--- src/include/game_regmap.svh ---
// register offsets of the game control block
`ifndef GAME_REGMAP_SVH
`define GAME_REGMAP_SVH

// keycode, read/write, 8 bits
`define REG_KEYCODE 8'h00

// bit 0 reset_game, bit 1 reset_round, self-clearing
`define REG_CONTROL 8'h04

// state [2:0], bg_sel [6:4], map [10:8]
`define REG_STATUS  8'h08

// blue [7:0], red [15:8]
`define REG_SCORE   8'h0c

`define CTRL_RESET_GAME  0
`define CTRL_RESET_ROUND 1

`endif

--- src/design/game_pkg.sv ---
// game state and key enums, keycodes, background codes, response codes, bus and status structs
package game_pkg;

	// game flow states
	typedef enum logic [2:0]
	{
		ST_MENU,
		ST_ROUND_PAUSED,
		ST_ROUND_RUN,
		ST_BLUE_WINS,
		ST_RED_WINS
	} game_state_e;

	// decoded key commands
	typedef enum logic [1:0]
	{
		KEY_NONE,
		KEY_START,
		KEY_MAP_UP,
		KEY_MAP_DOWN
	} key_cmd_e;

	// usb hid keycodes
	localparam logic [7:0] KC_ENTER = 8'h28;
	localparam logic [7:0] KC_W     = 8'h1a;
	localparam logic [7:0] KC_UP    = 8'h52;
	localparam logic [7:0] KC_S     = 8'h16;
	localparam logic [7:0] KC_DOWN  = 8'h51;

	// background codes around the maps at 1..NUM_MAPS
	localparam logic [2:0] BG_MENU        = 3'd0;
	localparam logic [2:0] BG_BLUE_SCREEN = 3'd6;
	localparam logic [2:0] BG_RED_SCREEN  = 3'd7;

	localparam logic [1:0] RESP_OKAY   = 2'b00;
	localparam logic [1:0] RESP_SLVERR = 2'b10;

	typedef struct packed
	{
		logic     valid;
		key_cmd_e cmd;
	} key_evt_t;

	// winner 0 is blue, 1 is red
	typedef struct packed
	{
		logic valid;
		logic winner;
	} round_result_t;

	typedef struct packed
	{
		game_state_e state;
		logic [2:0]  bg_sel;
		logic [2:0]  map;
	} game_status_t;

	// master side of the axi4-lite bus
	typedef struct packed
	{
		logic        awvalid;
		logic [7:0]  awaddr;
		logic        wvalid;
		logic [31:0] wdata;
		logic [3:0]  wstrb;
		logic        bready;
		logic        arvalid;
		logic [7:0]  araddr;
		logic        rready;
	} axi_lite_req_t;

	// slave side of the axi4-lite bus
	typedef struct packed
	{
		logic        awready;
		logic        wready;
		logic        bvalid;
		logic [1:0]  bresp;
		logic        arready;
		logic        rvalid;
		logic [31:0] rdata;
		logic [1:0]  rresp;
	} axi_lite_rsp_t;

endpackage

--- src/design/game_ctrl_top.sv ---
// top level of the game control core with register block, key decoder, game FSM and scores
`timescale 1ns/1ps

module game_ctrl_top
#(
	parameter int NUM_MAPS = 4
)
(
	input  logic                    Clk,
	input  logic                    rst_n,
	input  game_pkg::axi_lite_req_t axi_req,
	output game_pkg::axi_lite_rsp_t axi_rsp,
	input  logic                    blue_win,
	input  logic                    red_win,
	output logic [2:0]              background_sel,
	output logic                    load_background,
	output game_pkg::game_state_e   game_state
);

	logic [7:0]              keycode;
	logic                    reset_game;
	logic                    reset_round;
	logic [7:0]              blue_score;
	logic [7:0]              red_score;
	game_pkg::key_evt_t      key_evt;
	game_pkg::game_status_t  status;
	game_pkg::round_result_t result;

	game_regs regs_i
	(
		.Clk         (Clk),
		.rst_n       (rst_n),
		.axi_req     (axi_req),
		.axi_rsp     (axi_rsp),
		.keycode     (keycode),
		.reset_game  (reset_game),
		.reset_round (reset_round),
		.status      (status),
		.blue_score  (blue_score),
		.red_score   (red_score)
	);

	key_decode key_decode_i
	(
		.Clk     (Clk),
		.rst_n   (rst_n),
		.keycode (keycode),
		.key_evt (key_evt)
	);

	game_state #(.NUM_MAPS(NUM_MAPS)) game_state_i
	(
		.Clk             (Clk),
		.rst_n           (rst_n),
		.key_evt         (key_evt),
		.blue_win        (blue_win),
		.red_win         (red_win),
		.reset_game      (reset_game),
		.reset_round     (reset_round),
		.status          (status),
		.load_background (load_background),
		.result          (result)
	);

	score_keeper score_keeper_i
	(
		.Clk        (Clk),
		.rst_n      (rst_n),
		.result     (result),
		.reset_game (reset_game),
		.blue_score (blue_score),
		.red_score  (red_score)
	);

	// video side sees the same code that the host reads
	assign background_sel = status.bg_sel;
	assign game_state     = status.state;

endmodule

--- src/design/game_regs.sv ---
// axi4-lite register block with keycode, control pulses, status and score readback
`timescale 1ns/1ps
`include "game_regmap.svh"

module game_regs
(
	input  logic                    Clk,
	input  logic                    rst_n,
	input  game_pkg::axi_lite_req_t axi_req,
	output game_pkg::axi_lite_rsp_t axi_rsp,
	output logic [7:0]              keycode,
	output logic                    reset_game,
	output logic                    reset_round,
	input  game_pkg::game_status_t  status,
	input  logic [7:0]              blue_score,
	input  logic [7:0]              red_score
);

	logic        bvalid_q;
	logic [1:0]  bresp_q;
	logic        rvalid_q;
	logic [31:0] rdata_q;
	logic [1:0]  rresp_q;
	logic [7:0]  keycode_q;

	logic        wr_accept;
	logic        rd_accept;
	logic        wr_err;
	logic        rd_err;
	logic [31:0] rd_data;

	// address and data are taken together with one outstanding response
	assign wr_accept = axi_req.awvalid && axi_req.wvalid && !bvalid_q;
	assign rd_accept = axi_req.arvalid && !rvalid_q;

	// writes to status and score are ignored but still okay
	always_comb
	begin
		case (axi_req.awaddr)
			`REG_KEYCODE,
			`REG_CONTROL,
			`REG_STATUS,
			`REG_SCORE: wr_err = 1'b0;
			default:    wr_err = 1'b1;
		endcase
	end

	// read mux over live inputs
	always_comb
	begin
		rd_err  = 1'b0;
		rd_data = '0;
		case (axi_req.araddr)
			`REG_KEYCODE: rd_data = {24'b0, keycode_q};
			`REG_CONTROL: rd_data = '0;
			`REG_STATUS:  rd_data = {21'b0, status.map, 1'b0, status.bg_sel, 1'b0, status.state};
			`REG_SCORE:   rd_data = {16'b0, red_score, blue_score};
			default:      rd_err  = 1'b1;
		endcase
	end

	// write channel and registers
	always_ff @(posedge Clk)
	begin
		if (!rst_n)
		begin
			bvalid_q    <= 1'b0;
			keycode_q   <= '0;
			reset_game  <= 1'b0;
			reset_round <= 1'b0;
		end
		else
		begin
			// control bits only live for one cycle
			reset_game  <= 1'b0;
			reset_round <= 1'b0;
			if (wr_accept)
			begin
				bvalid_q <= 1'b1;
				if (axi_req.awaddr == `REG_KEYCODE && axi_req.wstrb[0])
					keycode_q <= axi_req.wdata[7:0];
				if (axi_req.awaddr == `REG_CONTROL)
				begin
					reset_game  <= axi_req.wdata[`CTRL_RESET_GAME];
					reset_round <= axi_req.wdata[`CTRL_RESET_ROUND];
				end
			end
			else if (axi_req.bready)
				bvalid_q <= 1'b0;
		end
	end

	always_ff @(posedge Clk)
	begin
		if (wr_accept)
			bresp_q <= wr_err ? game_pkg::RESP_SLVERR : game_pkg::RESP_OKAY;
	end

	// read channel samples data at acceptance
	always_ff @(posedge Clk)
	begin
		if (!rst_n)
			rvalid_q <= 1'b0;
		else if (rd_accept)
			rvalid_q <= 1'b1;
		else if (axi_req.rready)
			rvalid_q <= 1'b0;
	end

	always_ff @(posedge Clk)
	begin
		if (rd_accept)
		begin
			rdata_q <= rd_data;
			rresp_q <= rd_err ? game_pkg::RESP_SLVERR : game_pkg::RESP_OKAY;
		end
	end

	always_comb
	begin
		axi_rsp.awready = wr_accept;
		axi_rsp.wready  = wr_accept;
		axi_rsp.bvalid  = bvalid_q;
		axi_rsp.bresp   = bresp_q;
		axi_rsp.arready = !rvalid_q;
		axi_rsp.rvalid  = rvalid_q;
		axi_rsp.rdata   = rdata_q;
		axi_rsp.rresp   = rresp_q;
	end

	assign keycode = keycode_q;

endmodule

--- src/design/game_state.sv ---
// game flow FSM with map selection, background code and load pulse
`timescale 1ns/1ps

module game_state
#(
	parameter int NUM_MAPS = 4
)
(
	input  logic                    Clk,
	input  logic                    rst_n,
	input  game_pkg::key_evt_t      key_evt,
	input  logic                    blue_win,
	input  logic                    red_win,
	input  logic                    reset_game,
	input  logic                    reset_round,
	output game_pkg::game_status_t  status,
	output logic                    load_background,
	output game_pkg::round_result_t result
);

	localparam logic [2:0] MAP_MAX = 3'(NUM_MAPS);

	game_pkg::game_state_e   state_q, state_d;
	logic [2:0]              map_q, map_d;
	logic [2:0]              bg_q, bg_d;
	game_pkg::round_result_t result_d;

	logic key_start;
	logic key_up;
	logic key_down;

	assign key_start = key_evt.valid && (key_evt.cmd == game_pkg::KEY_START);
	assign key_up    = key_evt.valid && (key_evt.cmd == game_pkg::KEY_MAP_UP);
	assign key_down  = key_evt.valid && (key_evt.cmd == game_pkg::KEY_MAP_DOWN);

	always_comb
	begin
		state_d  = state_q;
		map_d    = map_q;
		result_d = '0;
		if (reset_game)
		begin
			state_d = game_pkg::ST_MENU;
			map_d   = 3'd1;
		end
		else
		begin
			case (state_q)
				game_pkg::ST_MENU:
				begin
					if (key_start)
						state_d = game_pkg::ST_ROUND_PAUSED;
					else if (key_up && map_q < MAP_MAX)
						map_d = map_q + 3'd1;
					else if (key_down && map_q > 3'd1)
						map_d = map_q - 3'd1;
				end
				game_pkg::ST_ROUND_PAUSED:
				begin
					if (key_start)
						state_d = game_pkg::ST_ROUND_RUN;
				end
				game_pkg::ST_ROUND_RUN:
				begin
					// blue wins a tie
					if (blue_win)
					begin
						state_d         = game_pkg::ST_BLUE_WINS;
						result_d.valid  = 1'b1;
						result_d.winner = 1'b0;
					end
					else if (red_win)
					begin
						state_d         = game_pkg::ST_RED_WINS;
						result_d.valid  = 1'b1;
						result_d.winner = 1'b1;
					end
					else if (reset_round)
						state_d = game_pkg::ST_ROUND_PAUSED;
				end
				game_pkg::ST_BLUE_WINS,
				game_pkg::ST_RED_WINS:
				begin
					if (key_start)
						state_d = game_pkg::ST_MENU;
				end
				default: state_d = game_pkg::ST_MENU;
			endcase
		end
	end

	// background follows the next state
	always_comb
	begin
		case (state_d)
			game_pkg::ST_ROUND_PAUSED,
			game_pkg::ST_ROUND_RUN:    bg_d = map_d;
			game_pkg::ST_BLUE_WINS:    bg_d = game_pkg::BG_BLUE_SCREEN;
			game_pkg::ST_RED_WINS:     bg_d = game_pkg::BG_RED_SCREEN;
			default:                   bg_d = game_pkg::BG_MENU;
		endcase
	end

	always_ff @(posedge Clk)
	begin
		if (!rst_n)
		begin
			state_q         <= game_pkg::ST_MENU;
			map_q           <= 3'd1;
			bg_q            <= game_pkg::BG_MENU;
			load_background <= 1'b0;
			result          <= '0;
		end
		else
		begin
			state_q         <= state_d;
			map_q           <= map_d;
			bg_q            <= bg_d;
			load_background <= (bg_d != bg_q);
			result          <= result_d;
		end
	end

	assign status = '{state: state_q, bg_sel: bg_q, map: map_q};

endmodule

--- src/design/key_decode.sv ---
// keydown detection and keycode to key command translation
`timescale 1ns/1ps

module key_decode
(
	input  logic               Clk,
	input  logic               rst_n,
	input  logic [7:0]         keycode,
	output game_pkg::key_evt_t key_evt
);

	logic [7:0]         prev_code;
	game_pkg::key_cmd_e cmd;

	// w and up share a command, as do s and down
	always_comb
	begin
		case (keycode)
			game_pkg::KC_ENTER: cmd = game_pkg::KEY_START;
			game_pkg::KC_W,
			game_pkg::KC_UP:    cmd = game_pkg::KEY_MAP_UP;
			game_pkg::KC_S,
			game_pkg::KC_DOWN:  cmd = game_pkg::KEY_MAP_DOWN;
			default:            cmd = game_pkg::KEY_NONE;
		endcase
	end

	always_ff @(posedge Clk)
	begin
		if (!rst_n)
		begin
			prev_code     <= '0;
			key_evt.valid <= 1'b0;
			key_evt.cmd   <= game_pkg::KEY_NONE;
		end
		else
		begin
			prev_code <= keycode;
			// only a change into a known code is a press
			key_evt.valid <= (keycode != prev_code) && (cmd != game_pkg::KEY_NONE);
			key_evt.cmd   <= cmd;
		end
	end

endmodule

--- src/design/score_keeper.sv ---
// per-player round win counters with saturation
`timescale 1ns/1ps

module score_keeper
(
	input  logic                    Clk,
	input  logic                    rst_n,
	input  game_pkg::round_result_t result,
	input  logic                    reset_game,
	output logic [7:0]              blue_score,
	output logic [7:0]              red_score
);

	// stops at 255
	function automatic logic [7:0] sat_inc(input logic [7:0] value);
		if (value == 8'hff)
			return value;
		else
			return value + 8'd1;
	endfunction

	always_ff @(posedge Clk)
	begin
		if (!rst_n)
		begin
			blue_score <= '0;
			red_score  <= '0;
		end
		else if (reset_game)
		begin
			// new game starts from zero
			blue_score <= '0;
			red_score  <= '0;
		end
		else if (result.valid)
		begin
			if (result.winner)
				red_score <= sat_inc(red_score);
			else
				blue_score <= sat_inc(blue_score);
		end
	end

endmodule

--- config.mk ---
export PLATFORM = sky130hd
export DESIGN_NAME = game_ctrl_top
export DESIGN_NICKNAME = d
export VERILOG_FILES = /design/src/design/game_pkg.sv /design/src/design/game_ctrl_top.sv /design/src/design/game_regs.sv /design/src/design/game_state.sv /design/src/design/key_decode.sv /design/src/design/score_keeper.sv
export VERILOG_INCLUDE_DIRS = /design/src /design/src/include
export SDC_FILE = /design/constraint.sdc
export NUM_CORES = 1
export LEC_CHECK = 0
export ABC_CLOCK_PERIOD_IN_PS = 2070
export BUFFER_PORTS_ARGS = -buffer_cell sky130_fd_sc_hd__buf_2
export CORE_MARGIN = 10
export CORE_UTILIZATION = 46
export DETAILED_ROUTE_END_ITERATION = 12
export PLACE_DENSITY = 0.76
export SLEW_MARGIN = 25
export SYNTH_ARGS = -nofsm -noshare
export SYNTH_HDL_FRONTEND = slang
export SYNTH_SLANG_ARGS = --single-unit
--- constraint.sdc ---
create_clock -name Clk -period 2.07 [get_ports Clk]
set_clock_uncertainty 0.05 [all_clocks]
set_input_delay 0.621 -clock Clk [delete_from_list [all_inputs] [get_ports Clk]]
set_output_delay 0.621 -clock Clk [all_outputs]
set_load 0.01 [all_outputs]
==> results of run 1 <==
-- cell usage after synthesis, drive strengths merged, types with 8 or more instances --
| cell | instances |
|---|---|
| nand4 | 9 |
| edfxtp | 18 |
| nand3 | 10 |
| buf | 24 |
| mux2i | 19 |
| nand2 | 18 |
| dfxtp | 51 |
| inv | 8 |
| o21ai | 8 |
| and2 | 19 |
| nor2 | 57 |
| nor2b | 10 |
| clkbuf | 13 |
| xor2 | 16 |
| a21oi | 19 |
-- sequential cells by signal (all words and copies together) (netlist names) --
name                          count
game_state_i.bg_q                 3
game_state_i.load_background      1
game_state_i.map_q                3
game_state_i.result               2
game_state_i.state_q              3
key_decode_i.key_evt              3
key_decode_i.prev_code            8
regs_i.bresp_q                    1
regs_i.bvalid_q                   1
regs_i.keycode                    8
regs_i.rdata_q                   16
regs_i.reset_game                 1
regs_i.reset_round                1
regs_i.rresp_q                    1
regs_i.rvalid_q                   1
score_keeper_i.blue_score         8
score_keeper_i.red_score          8
-- worst min path at each step --
stage | startpoint | end | slack [ns] | cells after the start
floorplan | regs_i.bvalid_q | regs_i.bvalid_q | 0.41 | 2
global placement | regs_i.bvalid_q | regs_i.bvalid_q | 0.41 | 2
detailed placement | regs_i.bvalid_q | regs_i.bvalid_q | 0.43 | 2
CTS | axi_req[0] | regs_i.rvalid_q | 0.39 | 2
global route | axi_req[0] | regs_i.rvalid_q | 0.41 | 2
finish | axi_req[0] | regs_i.rvalid_q | 0.40 | 2
-- through the flow --
| stage | instances | power [mW] | setup slack, ns |
|---|---|---|---|
| floorplan | 391 | 1.56 | 0.00815 |
| global placement | 537 | 1.60 | -0.0882 |
| detailed placement | 537 | 1.60 | -0.107 |
| CTS | 553 | 2.69 | 0.0282 |
| global route | 555 | 2.78 | -0.0144 |
| finish | 555 | 2.68 | 0.0213 |
-- placed cells by master (no fill, tap or decap), types with 5 or more instances in the layout --
master    instances
a21oi_1          19
and2_1           17
buf_2            63
buf_4            23
clkbuf_8         11
conb_1           18
dfxtp_1          50
edfxtp_1         18
inv_1             8
mux2i_1          19
nand2_1          18
nand3_1           9
nand4_1           9
nor2_1           57
nor2b_1          10
o21ai_0           8
or3_1             5
xnor2_1           5
xor2_1           16
-- cell type report --
type	count	area, um^2	share of cell area, %
clock buffers	13	180	4.32
repair buffers	86	488	11.7
inverters	8	30.0	0.719
clock inverters	3	26.3	0.629
well taps	99	124	2.97
multi-input cells	277	1760	42.3
flip-flops and latches	69	1560	37.4
-- layer usage --
metal	vias up	global-route usage (%)	part of all wire, %
met3	15	5.33	8.7
met1	1331	15.5	44
met5	-	0	0
met4	0	6.00	1.8
li1	1424	-	-
met2	96	21.5	46
-- worst max-delay path, stage by stage (launching register included) --
cell	delay, ns
dfxtp_1	0.38
or3_4	0.44
or4b_4	0.56
nand3_2	0.10
o21a_1	0.14
o211ai_1	0.13
a31oi_1	0.18
-- where the power goes --
group	switching, mW	total, mW	internal (mW)
Sequential	0.00875	1.41	1.40
Clock	0.528	1.11	0.581
Combinational	0.0985	0.160	0.0614
Total	0.635	2.68	2.04
-- kinds of logic after synthesis --
| kind of cell | count (synthesis) |
|---|---|
| compound gates | 57 |
| flops | 69 |
| buf+inv | 45 |
| simple gates | 155 |
| xor+xnor | 21 |
| mux | 21 |
| other cells | 1 |
| fa+ha+maj | 5 |
-- repair_timing --
action / in CTS / in global routing
setup buffers: 0 / 2
setup endpoints to repair: 1 / 1
pin swaps: 0 / 3
hold endpoints to repair: 0 / 0
gates resized for setup: 2 / 5
==> results.md, run 1 <==
* Final Core Density at 57.0%
* # IOs at 109
* Mean Syn Cell Area at 9.35 um^2
* Gr ovfl total at 0
* Mux cell area share after synthesis at 6.08%
* Area Overhead vs Synth at 19.4%
* Worst skew pair latency at 0.34 ns
* Post-Synth Adder-Cell Area at 1.79%
* Cell taking the most area after synthesis: dfxtp_1
* Yosys reg bits at 69
* Largest net degree at the start of global routing at 22
* Iteration-0 DRC Markers at 167
* FF-to-FF path depth at 6
* CP startpoint kind: flip-flop
* Vias in the first global route at 2753
* Top FF cell, synth: dfxtp_1
* Cell Area, Placed at 3930 um^2
* H-tree level count at 3
* Ys async rst share at 0%
* Compound-Gate Fraction of Synth Area at a little under an eighth
* Setup violations, final at 0
* Worst-path fanout max at 7
* Status: finished, final reports clean
* Worst R2R Setup Slack at 0.02 ns
* Reg2reg start: game_state_i.state_q[0]
* TritonRoute pass-1 iters at 5
* Fin area at 4180 um^2
* Initial antenna violation count at 0
* Synth warn at 0
* Peak VDD IR at 409 uV
* Post-Synthesis Cells at around 370
* Core Box Area at 7330 um^2
* Cell row count at 31
* CTS max path bufs at 2
* Antenna fix cells at 0
* CTS sink count at 69
* Final min period at between 2 and 2.5 ns
* Crit path launch: game_state_i.state_q[0]
* Worst EP required at 2.29 ns
* Fin nets at 517
* Main combinational cell family by area after synthesis: simple AND/OR/NAND/NOR gates
* WP data arrival at 2.27 ns
* WL final at 7.85 mm
* Area contributors post-synth: dfxtp_1 29%, edfxtp_1 15%, nor2_1 6.1%
* Reg2Reg Capture Point: game_state_i.load_background
* Slew Viols, Final at 0
* Layout cell share with drive strength beyond 1 at 25.9%
* P_leak at approximately 1.8 nW
* Setup Crit Path Kind: reg2reg
* # port buffers at 63
* Post-Synth Simple-Gate Area at 22.9%
* Setup crit end: game_state_i.load_background
* DR vias at 2866
* Hold WS at 0.402 ns
* # DRC at 0
* CTS tree: yes
* Fin crit share at 99.0%
* CP Capture Type: flip-flop
* First-pass GRT wire length at 12.7 mm
* Starting Density at a little under half
* Seq/Total Area, Yosys at roughly 45%
* Setup TNS at 0 ns
* Post-synth EDFFs at 18
* Mapped cell area at 3500 um^2
* Die height at 107 um
* Clock slew at reported path FFs at 0.08 ns
* Fillcell total at 649
* CTS Buf Count at 9
* Synth Area in XOR/XNOR at 5.26%
* Final ANT Viol Nets at 0
* F_max at about 0.49 GHz
* Unique masters post-synth at 58
* Vias/cell at 5.16
* HP Class: in2reg
* WL/cell at about 14 um
* Power per cell area at 642 nW/um^2
* Die X at 107 um
* Final hold violation count at 0
* GRT Util Overall at 13.4%
* Total die area at 11500 um^2
* Hold_buf cts at 0
* Hpwl dp at 6.02 mm
* Clk root buf: clkbuf_8
* Synth top area share at 29.2%
* GP Congestion at 0.858
* Max_cap viols at 0
Power figures use the tool's default switching activity.
==> run 2, diff against run 1 <==
--- a/config.mk
+++ b/config.mk
@@ -8,6 +8,7 @@
 export LEC_CHECK = 0
 export ABC_CLOCK_PERIOD_IN_PS = 2070
 export BUFFER_PORTS_ARGS = -buffer_cell sky130_fd_sc_hd__buf_2
+export CORE_ASPECT_RATIO = 1.2
 export CORE_MARGIN = 10
 export CORE_UTILIZATION = 46
 export DETAILED_ROUTE_END_ITERATION = 12
==> results.md, run 2 (synthesis gave the netlist of run 1 again) <==
* RSZ-0062 raised after global routing: true
* Fillcell total at 655 (was 649)
* H-tree level count at 3 (unchanged)
* CTS max path bufs at 2 (unchanged)
* GRT Util Overall at 13.9% (was 13.4%)
* Largest register FFs at 16 (unchanged)
* F_max at 0.498 GHz (was 0.488 GHz)
* Slew @ Worst Pin at 0.553 ns
* Part of the power in registers at 56.7% (was 52.6%)
* Switching Share at 23.7% (about the same)
* Multi-input gate area at 1760 um^2 (about the same)
* Setup Crit Path Kind: reg2reg (unchanged)
* Hpwl dp at 6.05 mm (was 6.02 mm)
* Final min period at 2.01 ns (was 2.05 ns)
* # DRC at 0 (unchanged)
* CP Capture Type: flip-flop (unchanged)
* DR vias at 2901 (was 2866)
* Total die area at 11500 um^2 (about the same)
* CP startpoint kind: flip-flop (unchanged)
* P_leak at 1.82 nW (was 1.83 nW)
* Final ANT Viol Nets at 0 (unchanged)
* Core Box Area at 7320 um^2 (was 7330 um^2)
* Setup violations, final at 0 (unchanged)
* Clock power frac at 36.7% (was 41.4%)
* Fin nets at 519 (was 517)
* Worst R2R Setup Slack at 0.06 ns (was 0.02 ns)
* Reg2reg start: game_state_i.map_q[1] (was game_state_i.state_q[0])
* CTS tree: yes (unchanged)
* Vias/cell at 5.29 (was 5.16)
* CTS sink count at 69 (unchanged)
* Comb power frac at 6.6% (was 6.0%)
* Antenna fix cells at 0 (unchanged)
* Post-route insts no fill at 548 (was 555)
* Crit path largest cell delay at 0.38 ns (was 0.56 ns)
* Clk root buf: clkbuf_8 (unchanged)
* Most flops, register: regs_i.rdata_q (unchanged)
* Clock slew at reported path FFs at 0.07 ns (was 0.08 ns)
* # IOs at 109 (unchanged)
* WL/cell at 14.4 um (was 14.2 um)
* Crit path launch: game_state_i.map_q[1] (was game_state_i.state_q[0])
* Switching power at 0.590 mW (was 0.635 mW)
* CP cell instances: inv_1, ha_1, o21bai_1, a2111oi_4, xnor2_2, o41ai_4, xnor2_1, a31oi_1 (was or3_4, or4b_4, nand3_2, o21a_1, o211ai_1, a31oi_1)
* Fin crit share at 97.1% (was 99.0%)
* Slew Viols, Final at 0 (unchanged)
* Power per cell area at 603 nW/um^2 (was 642 nW/um^2)
* Seq. cell area at 1560 um^2 (about the same)
* CTS Buf Count at 9 (unchanged)
* TritonRoute pass-1 iters at 4 (was 5)
* # port buffers at 63 (unchanged)
* WP data arrival at 2.20 ns (was 2.27 ns)
* Iteration-0 DRC Markers at 75 (was 167)
* Post-Place Cells at 531 (was 537)
* Crit path max-delay cell type: a2111oi_4 (was or4b_4)
* Gr ovfl total at 0 (unchanged)
* Vias in the first global route at 2949 (was 2753)
* Setup crit end: game_state_i.load_background (unchanged)
* HP Class: in2reg (unchanged)
* Status: finished, final reports clean (unchanged)
* Area Overhead vs Synth at 18.0% (was 19.4%)
* FF-to-FF path depth at 8 (was 6)
* Max_cap viols at 0 (unchanged)
* Layout cell share with drive strength beyond 1 at 25.3% (was 25.9%)
* Hold WS at 0.408 ns (was 0.402 ns)
* Most common cell after layout, fill and taps aside: buf_2 (unchanged)
* Hold_buf cts at 0 (unchanged)
* GP Congestion at 0.841 (was 0.858)
* Largest net degree at the start of global routing at 22 (unchanged)
* Most frequent cells in the layout: 63 x buf_2, 57 x nor2_1, 51 x dfxtp_1 (was 63 x buf_2, 57 x nor2_1, 50 x dfxtp_1)
* WL final at 7.89 mm (was 7.85 mm)
* Starting Density at 47.8% (was 47.7%)
* Bufs and invs on worst path at 1 (was 0)
* Die X at 99.6 um (was 107 um)
* Power Internal at 1.90 mW (was 2.04 mW)
* Reg2Reg Capture Point: game_state_i.load_background (unchanged)
* Initial antenna violation count at 0 (unchanged)
* Cell row count at 34 (was 31)
* Final hold violation count at 0 (unchanged)
* Worst skew pair latency at 0.34 ns (about the same)
* Worst-path fanout max at 3 (was 7)
* WP depth at 8 (was 6)
* CP delay by family, top: compound AO/OA/AOI/OAI gates (was simple AND/OR/NAND/NOR gates)
* First-pass GRT wire length at 13.1 mm (was 12.7 mm)
* Die height at 115 um (was 107 um)
* Peak VDD IR at 369 uV (was 409 uV)
* Max-slew headroom at 63.0%
* Worst EP required at 2.26 ns (was 2.29 ns)
run 2: cell count changes in the layout (fill, tap and decap cells not counted), sizes merged:
cell / before / now
clkinv: 3 / 2
buf: 86 / 88
inv: 8 / 9
clkinvlp: 0 / 1
clkbuf: 13 / 12
run 2: stage by stage:
step           utilization, %  TNS [ns]  cell area, um^2  power (mW)  setup slack (ns)
2_1_floorplan               -         0             3560        1.56           0.00815
3_3_place_gp             53.9   -0.0551             3940        1.60           -0.0551
3_5_place_dp             53.9    -0.109             3940        1.61            -0.109
4_1_cts                  56.1         0             4110        2.51            0.0213
5_1_grt                  56.4   -0.0905             4130        2.60           -0.0905
6_report                 56.4         0             4130        2.49            0.0601
run 2: worst register-to-register path, stage by stage, from the launching register on:
cell and delay [ns]:
dfxtp_1 0.33, inv_1 0.08, ha_1 0.20, o21bai_1 0.21, a2111oi_4 0.38, xnor2_2 0.15, o41ai_4 0.26, xnor2_1 0.16
a31oi_1 0.10
run 2: power by group through the flow:
stage / clock [mW] / combinational [mW] / sequential (mW)
6_report: 0.915 / 0.164 / 1.41
3_3_place_gp: 0 / 0.161 / 1.44
5_1_grt: 1.00 / 0.182 / 1.41
4_1_cts: 0.939 / 0.164 / 1.41
3_5_place_dp: 0 / 0.164 / 1.44
2_1_floorplan: 0 / 0.107 / 1.45
run 2: cell type report:
cell class / count / area share (%)
Clock inverter: 4 / 0.576
Inverter: 8 / 0.728
Tap cell: 90 / 2.73
Timing Repair Buffer: 88 / 12.2
Multi-Input combinational cell: 277 / 42.7
Sequential cell: 69 / 37.8
Clock buffer: 12 / 3.27
run 2: worst min-delay path by stage:
stage | cells after the start | slack, ns | to | from
floorplan | 2 | 0.41 | regs_i.bvalid_q | regs_i.bvalid_q
global placement | 2 | 0.41 | regs_i.bvalid_q | regs_i.bvalid_q
detailed placement | 2 | 0.43 | regs_i.bvalid_q | regs_i.bvalid_q
CTS | 2 | 0.40 | regs_i.rvalid_q | axi_req[0]
global route | 2 | 0.40 | regs_i.rvalid_q | axi_req[0]
finish | 2 | 0.41 | regs_i.rvalid_q | axi_req[0]
run 2: per-layer routing:
layer	GRT usage, %	part of all wire, %
met3	5.84	9.0
met2	22.3	46
met4	6.79	2.4
met5	0	0
met1	15.6	42
run 2: what timing repair did:
action / 4_1_cts / 5_1_grt
gates resized for setup: 1 / 3
cloned: 0 / 0
pin swaps: 1 / 1
setup endpoints to repair: 1 / 2
buffers inserted: 1 / 0
endpoints found under the hold margin: 0 / 0
==> run 3, diff against run 2 <==
--- a/config.mk
+++ b/config.mk
@@ -6,13 +6,13 @@
 export SDC_FILE = /design/constraint.sdc
 export NUM_CORES = 1
 export LEC_CHECK = 0
-export ABC_CLOCK_PERIOD_IN_PS = 2070
+export ABC_CLOCK_PERIOD_IN_PS = 2250
 export BUFFER_PORTS_ARGS = -buffer_cell sky130_fd_sc_hd__buf_2
 export CORE_ASPECT_RATIO = 1.2
 export CORE_MARGIN = 10
-export CORE_UTILIZATION = 46
+export CORE_UTILIZATION = 51
 export DETAILED_ROUTE_END_ITERATION = 12
-export PLACE_DENSITY = 0.76
+export PLACE_DENSITY = 0.8
 export SLEW_MARGIN = 25
 export SYNTH_ARGS = -nofsm -noshare
 export SYNTH_HDL_FRONTEND = slang
==> constraint.sdc (replaced) <==
create_clock -name Clk -period 2.25 [get_ports Clk]
set_clock_uncertainty 0.05 [all_clocks]
set_input_delay 0.675 -clock Clk [delete_from_list [all_inputs] [get_ports Clk]]
set_output_delay 0.675 -clock Clk [all_outputs]
set_load 0.01 [all_outputs]
==> results.md, run 3 (synthesis gave the netlist of run 1 again) <==
* RSZ-0062 raised after global routing: false (was true)
* Iteration-0 DRC Markers at 122 (was 75)
* Most frequent cells in the layout: 63 x buf_2, 57 x nor2_1, 51 x dfxtp_1 (unchanged)
* Peak VDD IR at 391 uV (was 369 uV)
* CP startpoint kind: flip-flop (unchanged)
* Power Internal at 1.77 mW (was 1.90 mW)
* Die height at 111 um (was 115 um)
* Final hold violation count at 0 (unchanged)
* Comb power frac at 6.5% (was 6.6%)
* Final ANT Viol Nets at 0 (unchanged)
* Area Overhead vs Synth at 16.6% (was 18.0%)
* CTS tree: yes (unchanged)
* Largest register FFs at 16 (unchanged)
* Die X at 95.6 um (was 99.6 um)
* F_max at 0.483 GHz (was 0.498 GHz)
* Switching power at 0.544 mW (was 0.590 mW)
* Cell Area, Placed at 3900 um^2 (was 3940 um^2)
* Setup repair bufs after CTS at 0 (was 1)
* Vias in the first global route at 2893 (was 2949)
* Post-route insts no fill at 540 (was 548)
* Slew @ Worst Pin at 0.565 ns (was 0.553 ns)
* Status: finished, final reports clean (unchanged)
* H-tree level count at 3 (unchanged)
* First-pass GRT wire length at 12.9 mm (was 13.1 mm)
* # port buffers at 63 (unchanged)
* Hold Crit Depth at 2 (unchanged)
* Largest net degree at the start of global routing at 18 (was 22)
* Most flops, register: regs_i.rdata_q (unchanged)
* Power per cell area at 569 nW/um^2 (was 603 nW/um^2)
* HP Class: reg2reg (was in2reg)
* Slew Viols, Final at 0 (unchanged)
* Starting Density at 51.6% (was 47.8%)
* Vias/cell at 5.26 (was 5.29)
* FF-to-FF path depth at 7 (was 8)
* Most common cell after layout, fill and taps aside: buf_2 (unchanged)
* Hpwl dp at 6.00 mm (was 6.05 mm)
* WL final at 7.77 mm (was 7.89 mm)
* Gr ovfl total at 0 (unchanged)
* Fin nets at 514 (was 519)
* WL/cell at 14.4 um (about the same)
* Worst skew pair latency at 0.34 ns (about the same)
* Total power at 2.32 mW (was 2.49 mW)
* Cell row count at 33 (was 34)
* # IOs at 109 (unchanged)
* Initial antenna violation count at 0 (unchanged)
* Clock slew at reported path FFs at 0.07 ns (about the same)
* Max_cap viols at 0 (unchanged)
* Layout cell share with drive strength beyond 1 at 23.8% (was 25.3%)
* Core Box Area at 6770 um^2 (was 7320 um^2)
* CTS max path bufs at 2 (unchanged)
* Setup Crit Path Kind: reg2reg (unchanged)
* Final worst slack at 0.180 ns (was 0.0601 ns)
* Max-slew headroom at 62.3% (was 63.0%)
* WP data arrival at 2.30 ns (was 2.20 ns)
* GRT Util Overall at 15.1% (was 13.9%)
* Antenna fix cells at 0 (unchanged)
* CTS sink count at 69 (unchanged)
* Switching Share at 23.5% (was 23.7%)
* Post-Place Cells at 524 (was 531)
* TritonRoute pass-1 iters at 4 (unchanged)
* Final min period at 2.07 ns (was 2.01 ns)
* Fin crit share at 92.0% (was 97.1%)
* Fin area at 4080 um^2 (was 4130 um^2)
* Pre-CTS worst setup slack at -0.00623 ns (was -0.109 ns)
* Clock power frac at 37.5% (was 36.7%)
* Part of the power in registers at 56.0% (was 56.7%)
* GP Congestion at 0.848 (was 0.841)
* CP Capture Type: flip-flop (unchanged)
* Clk root buf: clkbuf_8 (unchanged)
* P_leak at 1.78 nW (was 1.82 nW)
* # DRC at 0 (unchanged)
* Setup violations, final at 0 (unchanged)
* DR vias at 2843 (was 2901)
* Worst-path fanout max at 7 (was 3)
* Worst EP required at 2.48 ns (was 2.26 ns)
* Total die area at 10600 um^2 (was 11500 um^2)
* CTS Buf Count at 9 (unchanged)
run 3: changes by cell type in the layout (fill, tap and decap cells not counted), sizes merged:
| cell | previous run | this run |
|---|---|---|
| buf | 88 | 83 |
| clkinvlp | 1 | 2 |
| inv | 9 | 8 |
run 3: worst paths after layout:
| check | start | to | slack (ns) |
|---|---|---|---|
| max | game_state_i.map_q[0] | game_state_i.load_background | 0.18 |
| min | regs_i.bvalid_q | regs_i.bvalid_q | 0.44 |
| max reg2reg | game_state_i.map_q[0] | game_state_i.load_background | 0.18 |
| min reg2reg | regs_i.bvalid_q | regs_i.bvalid_q | 0.44 |
run 3: layer usage:
| metal | vias up | track usage [%] | share of wire (%) |
|---|---|---|---|
| met5 | - | 0 | 0 |
| met4 | 0 | 6.21 | 1.8 |
| met3 | 13 | 6.03 | 8.2 |
| met2 | 83 | 24.3 | 48 |
| met1 | 1329 | 17.1 | 42 |
| li1 | 1418 | - | - |
run 3: repair_timing:
| action | 4_1_cts | 5_1_grt |
|---|---|---|
| hold buffers | 0 | 0 |
| endpoints found under the hold margin | 0 | 0 |
| resized for setup | 0 | 1 |
| setup endpoints to repair | 0 | 1 |
run 3: power groups by stage:
stage          clock network, mW  logic, mW  registers [mW]
2_1_floorplan                  0     0.0982            1.33
3_3_place_gp                   0      0.148            1.33
3_5_place_dp                   0      0.151            1.33
4_1_cts                    0.892      0.151            1.30
5_1_grt                    0.943      0.167            1.30
6_report                   0.870      0.151            1.30
run 3: area by class of cell:
class	instances	area [um^2]
clock inverter	4	23.8
timing repair buffer	83	465
tap	87	109
multi-input combinational	277	1740
clock buffer	12	145
sequential	69	1560
inverter	8	30.0
fill	588	2690
run 3: critical path, cell delays in order, from the launching register on:
cell	delay, ns
dfxtp_1	0.38
ha_1	0.25
nor2b_1	0.13
o31ai_1	0.20
a21boi_0	0.21
o31ai_2	0.28
mux2_2	0.38
a31oi_1	0.12
run 3: metrics by stage:
stage,setup TNS (ns),hold WS [ns],util (%)
final,0,0.442,60.2
after global routing,0,0.447,60.2
after CTS,0,0.439,60.1
after detailed placement,-0.00623,0.430,57.6
after global placement,0,0.416,57.6
after floorplan,0,0.408,-
